[src/mul_pkg.sv]
// Unsigned only; widths fixed at 64x64 into a 136-bit accumulator; two sources share one result port
package mul_pkg;

  ////////////////////////////////////////////////////////////
  // Widths and depths
  ////////////////////////////////////////////////////////////

  localparam int DATA_W      = 64;   // Operand and result width
  localparam int PROD_W      = 128;  // Full product width
  localparam int ACC_W       = 136;  // Accumulator with MAC headroom
  localparam int MUL_LAT     = 3;    // Issue to result, cycles
  localparam int REQ_DEPTH   = 2;    // Entries per request queue
  localparam int RES_CREDITS = 4;    // Result credits held after reset

  ////////////////////////////////////////////////////////////
  // Encodings
  ////////////////////////////////////////////////////////////

  // SPU operation
  typedef enum logic [1:0] {
    OP_MUL   = 2'd0,  // Plain product
    OP_MAC   = 2'd1,  // Accumulate product
    OP_RDSHF = 2'd2,  // Read low 64, shift right by 64
    OP_CLR   = 2'd3   // Clear accumulator
  } mul_op_e;

  // Result tag
  typedef enum logic {
    SRC_EXU = 1'b0,
    SRC_SPU = 1'b1
  } src_e;

  ////////////////////////////////////////////////////////////
  // Request payloads
  ////////////////////////////////////////////////////////////

  typedef struct packed {
    logic [DATA_W-1:0] op1;
    logic [DATA_W-1:0] op2;
  } exu_req_t;

  typedef struct packed {
    logic [DATA_W-1:0] op1;
    logic [DATA_W-1:0] op2;  // Ignored when byp is set
    mul_op_e           op;
    logic              x2;   // Double the product
    logic              byp;  // Take op2 from accumulator low half
  } spu_req_t;

endpackage

[src/mul_req_fifo.sv]
// Requester must hold a credit to push; one credit pulse follows each pop, never on the pop cycle
`timescale 1ns/1ns

module mul_req_fifo #(
  parameter type T = logic
) (
  input  logic rclk,
  input  logic rst_n,
  input  logic push,        // Requester valid
  input  T     din,
  input  logic pop,         // Head taken for issue
  output logic head_valid,
  output T     head,
  output logic credit       // One pulse per released entry
);

  import mul_pkg::*;

  localparam int PTR_W = $clog2(REQ_DEPTH);
  localparam int CNT_W = $clog2(REQ_DEPTH + 1);

  T                 mem [REQ_DEPTH];  // Payload storage, no reset
  logic [PTR_W-1:0] wr_ptr;
  logic [PTR_W-1:0] rd_ptr;
  logic [CNT_W-1:0] count;
  logic             credit_q;

  ////////////////////////////////////////////////////////////
  // Pointers and occupancy
  ////////////////////////////////////////////////////////////

  always_ff @(posedge rclk or negedge rst_n) begin
    if (!rst_n) begin
      wr_ptr   <= '0;
      rd_ptr   <= '0;
      count    <= '0;
      credit_q <= 1'b0;
    end else begin
      if (push) wr_ptr <= wr_ptr + 1'b1;  // Depth is a power of two
      if (pop)  rd_ptr <= rd_ptr + 1'b1;
      case ({push, pop})
        2'b10:   count <= count + 1'b1;
        2'b01:   count <= count - 1'b1;
        default: count <= count;          // Both or neither
      endcase
      credit_q <= pop;                    // Credit back the cycle after release
    end
  end

  always_ff @(posedge rclk) begin
    if (push) mem[wr_ptr] <= din;
  end

  assign head_valid = (count != '0);
  assign head       = mem[rd_ptr];
  assign credit     = credit_q;

  // Credit protocol keeps the requester from overrunning the queue
  a_no_overflow : assert property (@(posedge rclk) disable iff (!rst_n)
    push |-> (count < CNT_W'(REQ_DEPTH)));

  // Control only releases a valid head
  a_no_underflow : assert property (@(posedge rclk) disable iff (!rst_n)
    pop |-> head_valid);

endmodule

[config.mk]
export PLATFORM = sky130hd
export DESIGN_NAME = mul_req_fifo
export DESIGN_NICKNAME = d
export VERILOG_FILES = /design/src/mul_pkg.sv /design/src/mul_req_fifo.sv
export SDC_FILE = /design/constraint.sdc
export NUM_CORES = 1
export LEC_CHECK = 0
export ABC_AREA = 0
export BUFFER_PORTS_ARGS = -buffer_cell sky130_fd_sc_hd__buf_2
export CAP_MARGIN = 30
export CORE_AREA = 2 2 39 41
export CTS_BUF_LIST = sky130_fd_sc_hd__clkbuf_8
export DETAILED_ROUTE_END_ITERATION = 16
export DIE_AREA = 0 0 41 43
export MAX_ROUTING_LAYER = met4
export PLACE_DENSITY = 0.46
export SYNTH_ARGS = -nofsm -noshare
export SYNTH_HDL_FRONTEND = slang
export SYNTH_SLANG_ARGS = --single-unit
[constraint.sdc]
create_clock -name rclk -period 1 [get_ports rclk]
set_clock_uncertainty 0.15 [all_clocks]
set_input_delay 0.15 -clock rclk [delete_from_list [all_inputs] [get_ports rclk]]
set_output_delay 0.15 -clock rclk [all_outputs]
set_load 0.005 [all_outputs]
==> impl_metrics.toml <==
[outcome]
status = "finished, violations left"
violations = "negative hold slack, negative setup slack"

[power]
seq_power_share_pct = 36.7
switching_power_uw = 306
p_int_uw = 977
p_sw_share_pct = 23.8
p_clk_share_pct = 29.1
power.density_mw_per_mm2 = 2770
ir_drop_mv = 0.847
pwr-share-comb_pct = 34.2
leakagePower_uw = 0.000219

[die]
die_w_um = 41
die_h_um = 43
dieArea_mm2 = 0.00176
core_area_mm2 = 0.00138
ioPinCount = 8
initial_core_util_pct = 20.0
std_cell_rows = 14

[sta]
max_slew_margin_pct = 91.9
finalCriticalPeriod_ps = 1320
clock.fmax_mhz = 755
fin_hold_ws_ps = -15.2
rsz0062_at_grt = "true"
hold_violations = 1
setup_ws_ps = -325
tns_ps = -756
setup_viol = 4
worst-slew-pin-transition_ps = 121
finalCritPeriodShare_pct = 132
slew_viol_final = 0

[cts]
cts_root_buffer = "clkbuf_8"
cts_buffers = 3
htree_num_levels = 1
insertion_delay_ps = 220
clk_pin_slew_worst_paths_ps = 40
cts_buffer_depth = 2
cts.sinks = 7
cts_tree = "done"

[flow_run]
maxCapViolations = 0

[drt]
wl_per_cell_um = 9.11
antenna_left = 0
vias_per_cell = 3.64
totalWireLength_um = 483
num_vias = 193
drcViolationCount = 0
drt_iter0_drc = 1
first_pass_iters = 2

[logic_synthesis]
synth-compound-area-share_pct = 0
synthMuxAreaShare_pct = 4.07
synthAdderAreaFrac_pct = 4.52
synth.avg_cell_area_um2 = 14.6
syn_nets = 25
synthCells = 19
netlist_area_um2 = 277
synthXorXnorAreaFrac_pct = 15.8
synth_top_family_by_area = "XOR/XNOR gates"
yosys.area_share.simple_pct = 7.24
synth-seq-cells = 7
yosysWarnings = 0
yosysUniqueCellTypes = 10
yosysSeqAreaShare_pct = 67.0

[critical_path]
ff2ff_path_depth = 4
crit_path_max_fanout = 2
cp.required_ps = 700
ff2ff_setup_slack_ps = -120
reg2reg_from = "count[0]"
critPathArrivalTime_ps = 1020
path_class = "reg -> out"
timing.rr.end = "count[1]"
crit_path_start_kind = "flip-flop"
cp-end-kind = "primary output"

[final_layout]
final_area_um2 = 463
syn_to_final_growth_pct = 67.4
layout.nets = 44
diodes = 0
fill_cells = 136
most-common-layout-cells = "dfrtp_1 (5), buf_2 (5), buf_6 (4)"
final_cells = 53
drive_above_1_share_pct = 43.2

[placed_design]
dp.final_hpwl_um = 350
placedCellCount = 44
placedInstanceArea_um2 = 347
io_buffers = 7
gp_congestion = 0.610

[grt]
grt_max_degree = 6
grt_overflow = 0
antenna_found_initial = 0
gr-usage-all-layers_pct = 7.48
grt_pass1_vias = 201
grt_pass1_wl_um = 779

[hold_path]
hold_path_depth = 2
hp-class = "in -> reg"
holdPathEnd = "wr_ptr"
hp-start = "push"
[sequential cells by signal (all words and copies together), names as in the netlist]
register / cells
wr_ptr: 1
rd_ptr: 1
count: 2
mem: 2
credit: 1
[stage by stage]
| step | setup slack (ps) | hold WS (ps) | total power (uW) | util (%) |
|---|---|---|---|---|
| 2_1_floorplan | 23.0 | -296 | 619 | - |
| 4_1_cts | -341 | -17.1 | 1240 | 32.4 |
| 6_report | -325 | -15.2 | 1280 | 33.5 |
| 5_1_grt | -362 | 4.15 | 1370 | 33.5 |
| 3_5_place_dp | -159 | -177 | 733 | 25.0 |
| 3_3_place_gp | -141 | -181 | 723 | 25.0 |
[repair_timing]
item	CTS	global route
setup endpoints to repair	3	4
hold buffers	3	0
cloned	0	0
endpoints found under the hold margin	9	0
buffers inserted	1	1
pin swaps	1	2
gates resized for setup	4	2
[kinds of logic (layout without fill, tap and decap cells)]
family | after synthesis | count (layout)
xor gates and xnor gates | 5 | 5
adders and majority gates | 1 | 1
muxes | 1 | 1
DFF | 7 | 7
buffers and inverters | 1 | 19
and+or+nand+nor | 4 | 4
[worst max-delay path by stage]
stage | slack, ps | end | depth (start not counted) | startpoint
final | -320 | head | 2 | rd_ptr
after global routing | -360 | head | 2 | rd_ptr
after CTS | -340 | head | 2 | rd_ptr
after detailed placement | -160 | count[1] | 5 | push
after global placement | -140 | count[1] | 6 | push
after floorplan | 20 | head | 1 | rd_ptr
[per-layer routing]
metal	vias up	global-route usage, %	share of wire, %
li1	95	-	-
met4	0	8.00	0
met3	0	3.14	9.1
met5	-	-	0
met1	91	8.61	44
met2	7	8.75	47
[power by group through the flow]
stage / Combinational (uW) / Sequential, uW / Clock [uW]
CTS: 384 / 471 / 385
floorplan: 156 / 463 / 0
finish: 438 / 471 / 373
detailed placement: 258 / 475 / 0
global placement: 253 / 470 / 0
global route: 478 / 483 / 406
[critical path, stage by stage, from the launching register on]
cell     delay (ps)
dfrtp_1         390
mux2_4          310
buf_6           110
[area by class of cell]
type,count,area (um^2),share of cell area (%)
Clock inverter,1,3.75,0.811
Timing Repair Buffer,14,115,24.9
Sequential cell,7,185,40.0
Inverter,1,3.75,0.811
Tap cell,16,20.0,4.32
Clock buffer,3,41.3,8.92
Multi-Input combinational cell,11,93.8,20.3
[Yosys cell counts]
library cell / instances / area share [%]
dfrtp_1: 5 / 45
xor2_1: 3 / 9.5
xnor2_1: 2 / 6.3
inv_1: 1 / 1.4
and2_1: 1 / 2.3
ha_1: 1 / 4.5
mux2_2: 1 / 4.1
edfxtp_1: 2 / 22
nor2_1: 2 / 2.7
or2_2: 1 / 2.3
(Power assumes the default switching activity.)
