**src/mul_pkg.sv**
```systemverilog
// Unsigned only; widths fixed at 64x64 into a 136-bit accumulator; two sources share one result port
package mul_pkg;

  ////////////////////////////////////////////////////////////
  // Widths and depths
  ////////////////////////////////////////////////////////////

  localparam int DATA_W      = 64;   // Operand and result width
  localparam int PROD_W      = 128;  // Full product width
  localparam int ACC_W       = 136;  // Accumulator with MAC headroom
  localparam int MUL_LAT     = 3;    // Issue to result, cycles
  localparam int REQ_DEPTH   = 2;    // Entries per request queue
  localparam int RES_CREDITS = 4;    // Result credits held after reset

  ////////////////////////////////////////////////////////////
  // Encodings
  ////////////////////////////////////////////////////////////

  // SPU operation
  typedef enum logic [1:0] {
    OP_MUL   = 2'd0,  // Plain product
    OP_MAC   = 2'd1,  // Accumulate product
    OP_RDSHF = 2'd2,  // Read low 64, shift right by 64
    OP_CLR   = 2'd3   // Clear accumulator
  } mul_op_e;

  // Result tag
  typedef enum logic {
    SRC_EXU = 1'b0,
    SRC_SPU = 1'b1
  } src_e;

  ////////////////////////////////////////////////////////////
  // Request payloads
  ////////////////////////////////////////////////////////////

  typedef struct packed {
    logic [DATA_W-1:0] op1;
    logic [DATA_W-1:0] op2;
  } exu_req_t;

  typedef struct packed {
    logic [DATA_W-1:0] op1;
    logic [DATA_W-1:0] op2;  // Ignored when byp is set
    mul_op_e           op;
    logic              x2;   // Double the product
    logic              byp;  // Take op2 from accumulator low half
  } spu_req_t;

endpackage

```
**src/mul_ctl.sv**
```systemverilog
// Round-robin between EXU and SPU; SPU accumulator readers stall while any accumulator write is in flight
`timescale 1ns/1ns

module mul_ctl (
  input  logic              rclk,
  input  logic              rst_n,
  input  logic              exu_head_valid,
  input  logic              spu_head_valid,
  input  mul_pkg::spu_req_t spu_head,
  input  logic              res_credit,      // Consumer returns one result credit
  output logic              exu_pop,
  output logic              spu_pop,
  output logic              issue,           // Start of multiply, cycle 0
  output mul_pkg::src_e     issue_src,
  output mul_pkg::mul_op_e  issue_op,
  output logic              issue_x2,
  output logic              issue_byp,
  output logic              wb_valid,        // Writeback, MUL_LAT after issue
  output mul_pkg::src_e     wb_src,
  output mul_pkg::mul_op_e  wb_op
);

  import mul_pkg::*;

  localparam int CRD_W = $clog2(RES_CREDITS + 1);
  localparam int ACC_CNT_W = $clog2(MUL_LAT + 1);

  logic [CRD_W-1:0]     credits_q;     // Result credits held
  logic [ACC_CNT_W-1:0] acc_wr_cnt;    // Accumulator writers in flight
  logic                 rr_spu_pri;    // SPU wins the next tie
  logic                 acc_busy;
  logic                 spu_acc_rd;    // SPU head reads the accumulator
  logic                 exu_elig;
  logic                 spu_elig;
  logic                 pick_spu;
  logic                 issue_acc_wr;
  logic                 wb_acc_wr;
  logic [MUL_LAT-1:0]   vld_sr;        // Tag valid pipe
  src_e                 src_sr [MUL_LAT];
  mul_op_e              op_sr  [MUL_LAT];

  ////////////////////////////////////////////////////////////
  // Eligibility and pick
  ////////////////////////////////////////////////////////////

  assign acc_busy   = (acc_wr_cnt != '0);
  assign spu_acc_rd = spu_head.byp || (spu_head.op == OP_RDSHF) || (spu_head.op == OP_MAC);
  assign exu_elig   = exu_head_valid;
  assign spu_elig   = spu_head_valid && !(spu_acc_rd && acc_busy);

  assign pick_spu = spu_elig && (!exu_elig || rr_spu_pri);   // Tie goes to the pointer
  assign issue    = (credits_q != '0) && (exu_elig || spu_elig);
  assign exu_pop  = issue && !pick_spu;
  assign spu_pop  = issue && pick_spu;

  assign issue_src = pick_spu ? SRC_SPU : SRC_EXU;
  assign issue_op  = pick_spu ? spu_head.op : OP_MUL;        // EXU is always a plain multiply
  assign issue_x2  = pick_spu && spu_head.x2;
  assign issue_byp = pick_spu && spu_head.byp;

  // MAC, RDSHF and CLR all modify the accumulator
  assign issue_acc_wr = spu_pop && (spu_head.op != OP_MUL);
  assign wb_acc_wr    = wb_valid && (wb_src == SRC_SPU) && (wb_op != OP_MUL);

  ////////////////////////////////////////////////////////////
  // Pointer, credits, scoreboard
  ////////////////////////////////////////////////////////////

  always_ff @(posedge rclk or negedge rst_n) begin
    if (!rst_n) begin
      rr_spu_pri <= 1'b0;
      credits_q  <= CRD_W'(RES_CREDITS);
      acc_wr_cnt <= '0;
    end else begin
      if (issue) rr_spu_pri <= !pick_spu;   // Other side first next time
      case ({issue, res_credit})
        2'b10:   credits_q <= credits_q - 1'b1;
        2'b01:   credits_q <= credits_q + 1'b1;
        default: credits_q <= credits_q;
      endcase
      case ({issue_acc_wr, wb_acc_wr})
        2'b10:   acc_wr_cnt <= acc_wr_cnt + 1'b1;
        2'b01:   acc_wr_cnt <= acc_wr_cnt - 1'b1;   // Drops after the acc has latched
        default: acc_wr_cnt <= acc_wr_cnt;
      endcase
    end
  end

  ////////////////////////////////////////////////////////////
  // Tag pipe, aligned with the multiplier
  ////////////////////////////////////////////////////////////

  always_ff @(posedge rclk or negedge rst_n) begin
    if (!rst_n) begin
      vld_sr <= '0;
    end else begin
      vld_sr <= {vld_sr[MUL_LAT-2:0], issue};
    end
  end

  always_ff @(posedge rclk) begin
    src_sr[0] <= issue_src;
    op_sr[0]  <= issue_op;
    for (int i = 1; i < MUL_LAT; i++) begin
      src_sr[i] <= src_sr[i-1];
      op_sr[i]  <= op_sr[i-1];
    end
  end

  assign wb_valid = vld_sr[MUL_LAT-1];
  assign wb_src   = src_sr[MUL_LAT-1];
  assign wb_op    = op_sr[MUL_LAT-1];

  // Consumer never returns more credits than results it received
  a_crd_overflow : assert property (@(posedge rclk) disable iff (!rst_n)
    (res_credit && !issue) |-> (credits_q < CRD_W'(RES_CREDITS)));

  // Nothing issues without a result slot
  a_crd_underflow : assert property (@(posedge rclk) disable iff (!rst_n)
    issue |=> (credits_q <= CRD_W'(RES_CREDITS)) && !$isunknown(credits_q));

endmodule

```
**config.mk**
```make
export PLATFORM = sky130hd
export DESIGN_NAME = mul_ctl
export DESIGN_NICKNAME = d
export VERILOG_FILES = /design/src/mul_pkg.sv /design/src/mul_ctl.sv
export SDC_FILE = /design/constraint.sdc
export NUM_CORES = 1
export LEC_CHECK = 0
export BUFFER_PORTS_ARGS = -buffer_cell sky130_fd_sc_hd__buf_2
export CAP_MARGIN = 40
export CORE_AREA = 3 3 73 48
export CTS_CLUSTER_DIAMETER = 80
export DETAILED_ROUTE_END_ITERATION = 7
export DIE_AREA = 0 0 76 51
export PLACE_DENSITY = 0.92
export SLEW_MARGIN = 20
export SYNTH_ARGS = -nofsm -noshare
export SYNTH_HDL_FRONTEND = slang
export SYNTH_SLANG_ARGS = --single-unit
```
**constraint.sdc**
```tcl
create_clock -name rclk -period 2.88 [get_ports rclk]
set_input_delay 0.576 -clock rclk [delete_from_list [all_inputs] [get_ports rclk]]
set_output_delay 0.576 -clock rclk [all_outputs]
set_load 0.01 [all_outputs]
```
==> reports/metrics.csv, run 1 <==
stage,metric,value,unit
sta,unrepaired setup endpoints after global routing,no,
power_and_ir_drop,clock share of power,0.218,
global_route,overall track demand over capacity in global routing,0.0718,
placed_design,DP Wirelength,1020,um
status,outcome,completed,
worst_setup_path,critical-path maximum fanout,4,
die,top-level I/O count,149,
synthesis,mean area per synthesized cell,12.5,um2
clock_network,Worst-path clk slew,0.06,ns
worst_setup_path,type of the setup path with the least slack,primary input to flip-flop,
clock_network,hold-fix buffers at CTS,0,
worst_setup_path,most repeated library cell on the critical path,sky130_fd_sc_hd__xor2_1,
clock_network,H-tree Lvls,1,
sta,Worst Skew,0.00285,ns
clock_network,total of cells resized after clock tree synthesis,0,
run,Max Cap Viol,0,
worst_setup_path,master of the slowest instance on the critical path,sky130_fd_sc_hd__fa_1,
sta,timing-limited maximum frequency,461,MHz
power_and_ir_drop,maximum resistive drop on vdd,0.356,mV
sta,crit share post-route,0.754,
sta,worst max-slew margin expressed relative to the limit,0.686,
power_and_ir_drop,Reg power frac,0.455,
clock_network,TritonCTS clock tree,yes,
clock_network,sink count of the clock tree,18,
synthesis,cell area after synthesis,701,um2
clock_network,buffers inserted by post-CTS timing repair,0,
die,chip width,76,um
clock_network,number of buffers inserted during clock tree synthesis,3,
global_route,number of antenna violations at the first check in global routing,0,
sta,number of hold violations in the final report,0,
synthesis,"Async S/R FF share, synth",0.500,
worst_setup_path,largest stage delay on the critical path,0.37,ns
global_route,via count of the first global-routing pass,514,
die,Die H,51,um
global_route,total grt overflow,0,
cells_and_area,layout-stage area growth over the synthesis result,27.5,%
die,cell row count,15,
cells_and_area,most common library cell in the layout ignoring fill and taps,sky130_fd_sc_hd__buf_2,
worst_setup_path,WP data required,3.06,ns
routing,first-pass iteration count of the detailed router,2,
placed_design,final weighted congestion in routability-driven placement,0.685,
die,area of the die,0.00388,mm2
routing,overall via count from detail_route,481,
clock_network,Bufs on Longest Clock Path,2,
worst_hold_path,Hold/Removal Path Class,primary input to async pin,
power_and_ir_drop,leak pwr,0.410,nW
cells_and_area,diode insertion count for antenna repair,0,
sta,slew at the pin with the worst max-slew slack,0.469,ns
cells_and_area,most used cells in the layout excluding fill and tap cells,"20 x sky130_fd_sc_hd__buf_2, 9 x sky130_fd_sc_hd__dfxtp_1, 8 x sky130_fd_sc_hd__dfrtp_1, 5 x sky130_fd_sc_hd__nor2_1",
die,core outline area,0.00283,mm2
sta,final critical delay including setup and external delays,2.17,ns
global_route,global-route wire length before repair,2210,um
clock_network,clock latency on the worst-skew pair,0.25,ns
synthesis,synth warn,0,
routing,number of nets with antenna violations after detailed routing,0,
routing,first-iteration detailed-routing DRC count,1,
cells_and_area,fin util,0.315,
sta,Final Max Tran Viols,0,
routing,via density per instance,4.01,
worst_setup_path,setup slack on the worst flop-to-flop path,0.75,ns
synthesis,ys flop type,sky130_fd_sc_hd__dfxtp_1,
synthesis,number of enable-type register cells in the synthesized netlist,0,
routing,Wirelength per Cell,10.6,um
placed_design,count of port buffers added during placement,20,
power_and_ir_drop,fraction of power spent switching nets,0.319,
worst_setup_path,crit-path cells,"buf_2, and2b_1, a22o_1, o21ai_0, ha_1, inv_1, fa_1, xor2_1, nor2_1, xor2_1",
synthesis,unique cell type count in the Yosys netlist,26,
power_and_ir_drop,portion of total power attributed to combinational logic,0.327,
power_and_ir_drop,Cell Int Power,0.000614,W
die,initial standard-cell utilization of the core,0.247,
placed_design,total placed cells including tap cells,116,
synthesis,number of register bits inferred by synthesis,18,
routing,post-detailed-routing wire length,1270,um
clock_network,root buf cell,sky130_fd_sc_hd__clkbuf_8,
cells_and_area,# nets final,219,
power_and_ir_drop,PD cells,1010,mW/mm2
synthesis,post-synthesis sequential area ratio,0.580,
cells_and_area,Filler Cells Inserted,288,
worst_setup_path,Worst setup SP type,primary input,
sta,sum of negative setup slack,0,ns
power_and_ir_drop,net switching component of the power,0.000288,W
sta,final count of negative-setup-slack endpoints,0,
cells_and_area,layout cells sized above 1,0.359,
cells_and_area,Post-Layout Cell Count,120,
routing,number of remaining DRC errors,0,
synthesis,Cells after Synth,56,
worst_setup_path,critical path endpoint category,flip-flop,
synthesis,"Net Count, Synth",196,
worst_setup_path,CP arrival,2.35,ns
global_route,largest net degree at the start of global routing,11,
==> state kept, by name, summed over array words and instances, names as in the netlist <==
register    cells
op_sr           6
src_sr          3
rr_spu_pri      1
vld_sr          3
credits_q       3
acc_wr_cnt      2
==> per-layer routing <==
layer / track usage / routed length, um / up-vias
met5: 0 / 0 / -
met4: 0.0241 / 33 / 0
li1: - / - / 238
met1: 0.0787 / 554 / 225
met2: 0.126 / 605 / 14
met3: 0.0317 / 73 / 4
==> critical path: cells and delay by family <==
kind                     cells  cell delay (ns)
adder cells (fa/ha/maj)      2             0.59
AO/OA/AOI/OAI                2             0.43
XOR/XNOR                     2             0.30
AND/OR/NAND/NOR              2             0.28
buffers and inverters        2             0.17
==> kinds of logic after synthesis <==
kind of cell	count (synthesis)	synth area share
AOI/OAI and AO/OA	8	0.0857
DFF	18	0.580
and+or+nand+nor	16	0.129
xor gates and xnor gates	7	0.0982
muxes	1	0.0161
buffers and inverters	3	0.0268
adders and majority gates	3	0.0643
==> layout make-up <==
cell class	instances	area [um2]	share of cell area
sequential	18	407	0.455
multi-input combinational	35	275	0.308
timing repair buffer	20	100	0.112
clock buffer	4	55.1	0.0616
tap	42	52.6	0.0588
inverter	1	3.75	0.00420
==> power groups by stage <==
stage	logic (W)	clock network (W)	registers, W
final	0.000295	0.000197	0.000410
after global routing	0.000328	0.000211	0.000426
after global placement	0.000280	0	0.000409
after CTS	0.000300	0.000204	0.000411
after detailed placement	0.000299	0	0.000414
after floorplan	0.000209	0	0.000407
==> worst paths after layout <==
check | endpoint | cells past startpoint | startpoint
worst max-delay path | credits_q[2]$_DFFE_PN1P_ | 10 | spu_head_valid
worst min-delay path | credits_q[1]$_DFFE_PN0P_ | 1 | rst_n
worst max register to register | credits_q[2]$_DFFE_PN1P_ | 8 | credits_q[0]$_DFFE_PN0P_
worst min register to register | op_sr[0][4]$_DFF_P_ | 0 | op_sr[0][2]$_DFF_P_
max in group asynchronous | credits_q[2]$_DFFE_PN1P_ | 1 | rst_n
min in group rclk | op_sr[0][4]$_DFF_P_ | 0 | op_sr[0][2]$_DFF_P_
==> cells in the mapped netlist (2+ instances only) <==
master / number / area (um2)
sky130_fd_sc_hd__dfrtp_1: 8 / 200
sky130_fd_sc_hd__xor2_1: 3 / 26.3
sky130_fd_sc_hd__a21oi_1: 2 / 10.0
sky130_fd_sc_hd__nor3b_1: 4 / 30.0
sky130_fd_sc_hd__xnor2_1: 3 / 26.3
sky130_fd_sc_hd__buf_4: 2 / 15.0
sky130_fd_sc_hd__ha_1: 2 / 25.0
sky130_fd_sc_hd__nor2_1: 5 / 18.8
sky130_fd_sc_hd__nor3_1: 2 / 10.0
sky130_fd_sc_hd__dfxtp_1: 9 / 180
==> stage by stage <==
step / area, um2 / hold WS [ns] / power [W] / setup WS (ns)
finish: 893 / 0.168 / 0.000902 / 0.710
global route: 893 / 0.174 / 0.000965 / 0.617
CTS: 893 / 0.168 / 0.000915 / 0.702
detailed placement: 838 / 0.313 / 0.000712 / 0.419
global placement: 838 / 0.310 / 0.000689 / 0.491
floorplan: 701 / 0.280 / 0.000616 / 0.692
No activity file was read; power rests on OpenSTA's default activity.
==> run 2: changes to the inputs <==
--- a/config.mk
+++ b/config.mk
@@ -5,13 +5,14 @@
 export SDC_FILE = /design/constraint.sdc
 export NUM_CORES = 1
 export LEC_CHECK = 0
+export ABC_AREA = 1
 export BUFFER_PORTS_ARGS = -buffer_cell sky130_fd_sc_hd__buf_2
 export CAP_MARGIN = 40
-export CORE_AREA = 3 3 73 48
+export CORE_AREA = 3 3 75 49
 export CTS_CLUSTER_DIAMETER = 80
 export DETAILED_ROUTE_END_ITERATION = 7
-export DIE_AREA = 0 0 76 51
-export PLACE_DENSITY = 0.92
+export DIE_AREA = 0 0 78 52
+export PLACE_DENSITY = 0.89
 export SLEW_MARGIN = 20
 export SYNTH_ARGS = -nofsm -noshare
 export SYNTH_HDL_FRONTEND = slang
==> constraint.sdc (replaced) <==
create_clock -name rclk -period 2.1 [get_ports rclk]
set_input_delay 0.42 -clock rclk [delete_from_list [all_inputs] [get_ports rclk]]
set_output_delay 0.42 -clock rclk [all_outputs]
set_load 0.01 [all_outputs]
==> run 2 against run 1 <==
Against the previous run:
- cell area is 0.98% higher
- cell count grew 13%
- routed wire length up 4.4%
- critical path depth is 1 lower
- clock power rose by 37%
- largest cell class unchanged
- highest routed layer unchanged
==> reports/metrics.csv, run 2 <==
stage,metric,value,unit
routing,number of remaining DRC errors,0,
synthesis,number of register bits inferred by synthesis,18,
sta,slew at the pin with the worst max-slew slack,0.199,ns
clock_network,H-tree Lvls,1,
cells_and_area,fin area,902,um2
synthesis,ys flop type,sky130_fd_sc_hd__dfxtp_1,
synthesis,mean area per synthesized cell,10.3,um2
worst_hold_path,Hold/Removal Path Class,primary input to async pin,
worst_setup_path,startpoint of the lowest-slack register-to-register path,acc_wr_cnt[0]$_DFFE_PN0P_,
routing,number of nets with antenna violations after detailed routing,0,
worst_setup_path,master of the slowest instance on the critical path,sky130_fd_sc_hd__dfrtp_1,
power_and_ir_drop,total power,0.00120,W
worst_setup_path,crit-path cells,"or2_1, nand2_1, nand2_1, nand2_2, nand2_2, ha_1, inv_2, fa_1, mux2_2",
routing,post-detailed-routing wire length,1320,um
sta,timing-limited maximum frequency,503,MHz
synthesis,post-synthesis sequential area ratio,0.589,
synthesis,dominant cell by count in the synthesized netlist,sky130_fd_sc_hd__inv_1,
power_and_ir_drop,PD cells,1330,mW/mm2
clock_network,root buf cell,sky130_fd_sc_hd__clkbuf_8,
synthesis,Yosys top cell area share,0.290,
run,Max Cap Viol,0,
placed_design,cell area reported after detailed placement,840,um2
global_route,total grt overflow,0,
worst_setup_path,Worst setup SP type,flip-flop,
placed_design,count of port buffers added during placement,20,
synthesis,top area cells in the synthesized netlist,"sky130_fd_sc_hd__dfrtp_1 29%, sky130_fd_sc_hd__dfxtp_1 26%, sky130_fd_sc_hd__inv_1 6.0%",
synthesis,Cells after Synth,67,
worst_setup_path,largest stage delay on the critical path,0.41,ns
die,top-level I/O count,149,
cells_and_area,number of flip-flops under the largest register name,6,
cells_and_area,layout-stage area growth over the synthesis result,30.6,%
synthesis,synth warn,0,
cells_and_area,top register by number of flip-flops,op_sr,
sta,worst max-slew margin expressed relative to the limit,0.866,
clock_network,sink count of the clock tree,18,
cells_and_area,diode insertion count for antenna repair,0,
power_and_ir_drop,leak pwr,0.478,nW
sta,crit share post-route,0.947,
worst_setup_path,CP arrival,2.12,ns
routing,via density per instance,3.63,
sta,number of hold violations in the final report,0,
die,cell row count,16,
sta,Worst Skew,0.000933,ns
clock_network,number of buffers inserted during clock tree synthesis,3,
cells_and_area,# nets final,232,
clock_network,Bufs on Longest Clock Path,2,
synthesis,cell area after synthesis,691,um2
placed_design,final weighted congestion in routability-driven placement,0.670,
sta,worst-case hold slack,0.0127,ns
worst_setup_path,type of the setup path with the least slack,flip-flop to flip-flop,
sta,Final Max Tran Viols,0,
routing,first-iteration detailed-routing DRC count,20,
routing,first-pass iteration count of the detailed router,3,
die,core outline area,0.00312,mm2
synthesis,"Net Count, Synth",207,
cells_and_area,most used cells in the layout excluding fill and tap cells,"20 x sky130_fd_sc_hd__buf_2, 10 x sky130_fd_sc_hd__inv_1, 9 x sky130_fd_sc_hd__nand2_1, 9 x sky130_fd_sc_hd__dfxtp_1, 8 x sky130_fd_sc_hd__dfrtp_1",
die,area of the die,0.00406,mm2
global_route,global-route wire length before repair,2080,um
synthesis,number of enable-type register cells in the synthesized netlist,0,
worst_setup_path,WP data required,2.24,ns
cells_and_area,most common library cell in the layout ignoring fill and taps,sky130_fd_sc_hd__buf_2,
global_route,largest net degree at the start of global routing,11,
status,outcome,completed,
clock_network,clock latency on the worst-skew pair,0.25,ns
synthesis,post-synth top area cell,sky130_fd_sc_hd__dfrtp_1,
worst_setup_path,critical-path maximum fanout,4,
die,chip width,78,um
global_route,overall track demand over capacity in global routing,0.0682,
global_route,via count of the first global-routing pass,484,
sta,final count of negative-setup-slack endpoints,0,
clock_network,TritonCTS clock tree,yes,
synthesis,"Async S/R FF share, synth",0.500,
worst_setup_path,Critical Path Source,acc_wr_cnt[0]$_DFFE_PN0P_,
worst_setup_path,critical path endpoint category,flip-flop,
global_route,number of antenna violations at the first check in global routing,0,
routing,overall via count from detail_route,494,
synthesis,unique cell type count in the Yosys netlist,21,
die,Die H,52,um
power_and_ir_drop,maximum resistive drop on vdd,0.284,mV
clock_network,Worst-path clk slew,0.06,ns
die,initial standard-cell utilization of the core,0.221,
placed_design,DP Wirelength,1090,um
routing,Wirelength per Cell,9.73,um
sta,final critical delay including setup and external delays,1.99,ns
synthesis,Commonest cells post-synth,"11 x sky130_fd_sc_hd__inv_1, 9 x sky130_fd_sc_hd__dfxtp_1, 9 x sky130_fd_sc_hd__nand2_1",
cells_and_area,layout cells sized above 1,0.363,
-- run 2: cell count changes in the layout (fill, tap and decap cells not counted), moves of 3 or more --
| cell | change |
|---|---|
| sky130_fd_sc_hd__nand2_1 | +8 |
| sky130_fd_sc_hd__inv_1 | +9 |
| sky130_fd_sc_hd__nand3_1 | +3 |
| sky130_fd_sc_hd__nor3b_1 | -4 |
-- run 2: cells by family after synthesis --
kind of cell | synth area share
buf+inv | 0.0869
xor+xnor | 0.0507
fa+ha+maj | 0.0652
simple gates | 0.149
flops | 0.589
compound gates | 0.0435
mux | 0.0163
-- run 2: worst max-delay path: cells and delay by family, from the launching register on --
kind / cells / cell delay [ns]
buffers and inverters: 1 / 0.07
AND/OR/NAND/NOR: 5 / 0.55
adder cells (fa/ha/maj): 2 / 0.59
multiplexers: 1 / 0.26
flip-flops: 1 / 0.41
-- run 2: final cells by class --
class	instances	area, um2
sequential	18	407
timing repair buffer	22	115
multi-input combinational	35	224
inverter	12	45.0
clock buffer	4	55.1
fill	344	2220
tap	45	56.3
-- run 2: stage by stage --
step / util / setup WS (ns) / setup TNS [ns] / cells
2_1_floorplan: - / 0.207 / 0 / 67
3_3_place_gp: 0.269 / 0.0572 / 0 / 131
3_5_place_dp: 0.269 / 0.00414 / 0 / 131
4_1_cts: 0.286 / 0.0785 / 0 / 135
5_1_grt: 0.289 / -0.000940 / -0.000940 / 136
6_report: 0.289 / 0.112 / 0 / 136
-- run 2: timing repair --
action                                  4_1_cts  5_1_grt
endpoints found under the setup margin        0        2
setup buffers                                 0        1
hold buffers                                  0        0
gates resized for setup                       0        2
-- run 2: power breakdown --
| part | internal, W | switching, W | leakage, nW |
|---|---|---|---|
| clock | 0.000166 | 0.000104 | 0.0288 |
| sequential | 0.000472 | 0.0000739 | 0.177 |
| combinational | 0.000180 | 0.000201 | 0.273 |
| total | 0.000819 | 0.000379 | 0.478 |
-- run 2: path summary, 6_finish.rpt --
path | endpoint | slack (ns) | cells after the start
worst max-delay path | credits_q[1]$_DFFE_PN0P_ | 0.11 | 9
worst min-delay path | acc_wr_cnt[0]$_DFFE_PN0P_ | 0.01 | 1
worst max register to register | credits_q[1]$_DFFE_PN0P_ | 0.11 | 9
worst min register to register | src_sr[0][1]$_DFF_P_ | 0.33 | 0
max in group asynchronous | credits_q[2]$_DFFE_PN1P_ | 1.84 | 1
min in group rclk | src_sr[0][1]$_DFF_P_ | 0.33 | 0
-- run 2: per-layer routing --
| layer | GRT usage | wire [um] |
|---|---|---|
| met1 | 0.0637 | 471 |
| met2 | 0.129 | 742 |
| met3 | 0.0225 | 86 |
| met4 | 0.0465 | 23 |
| met5 | 0 | 0 |
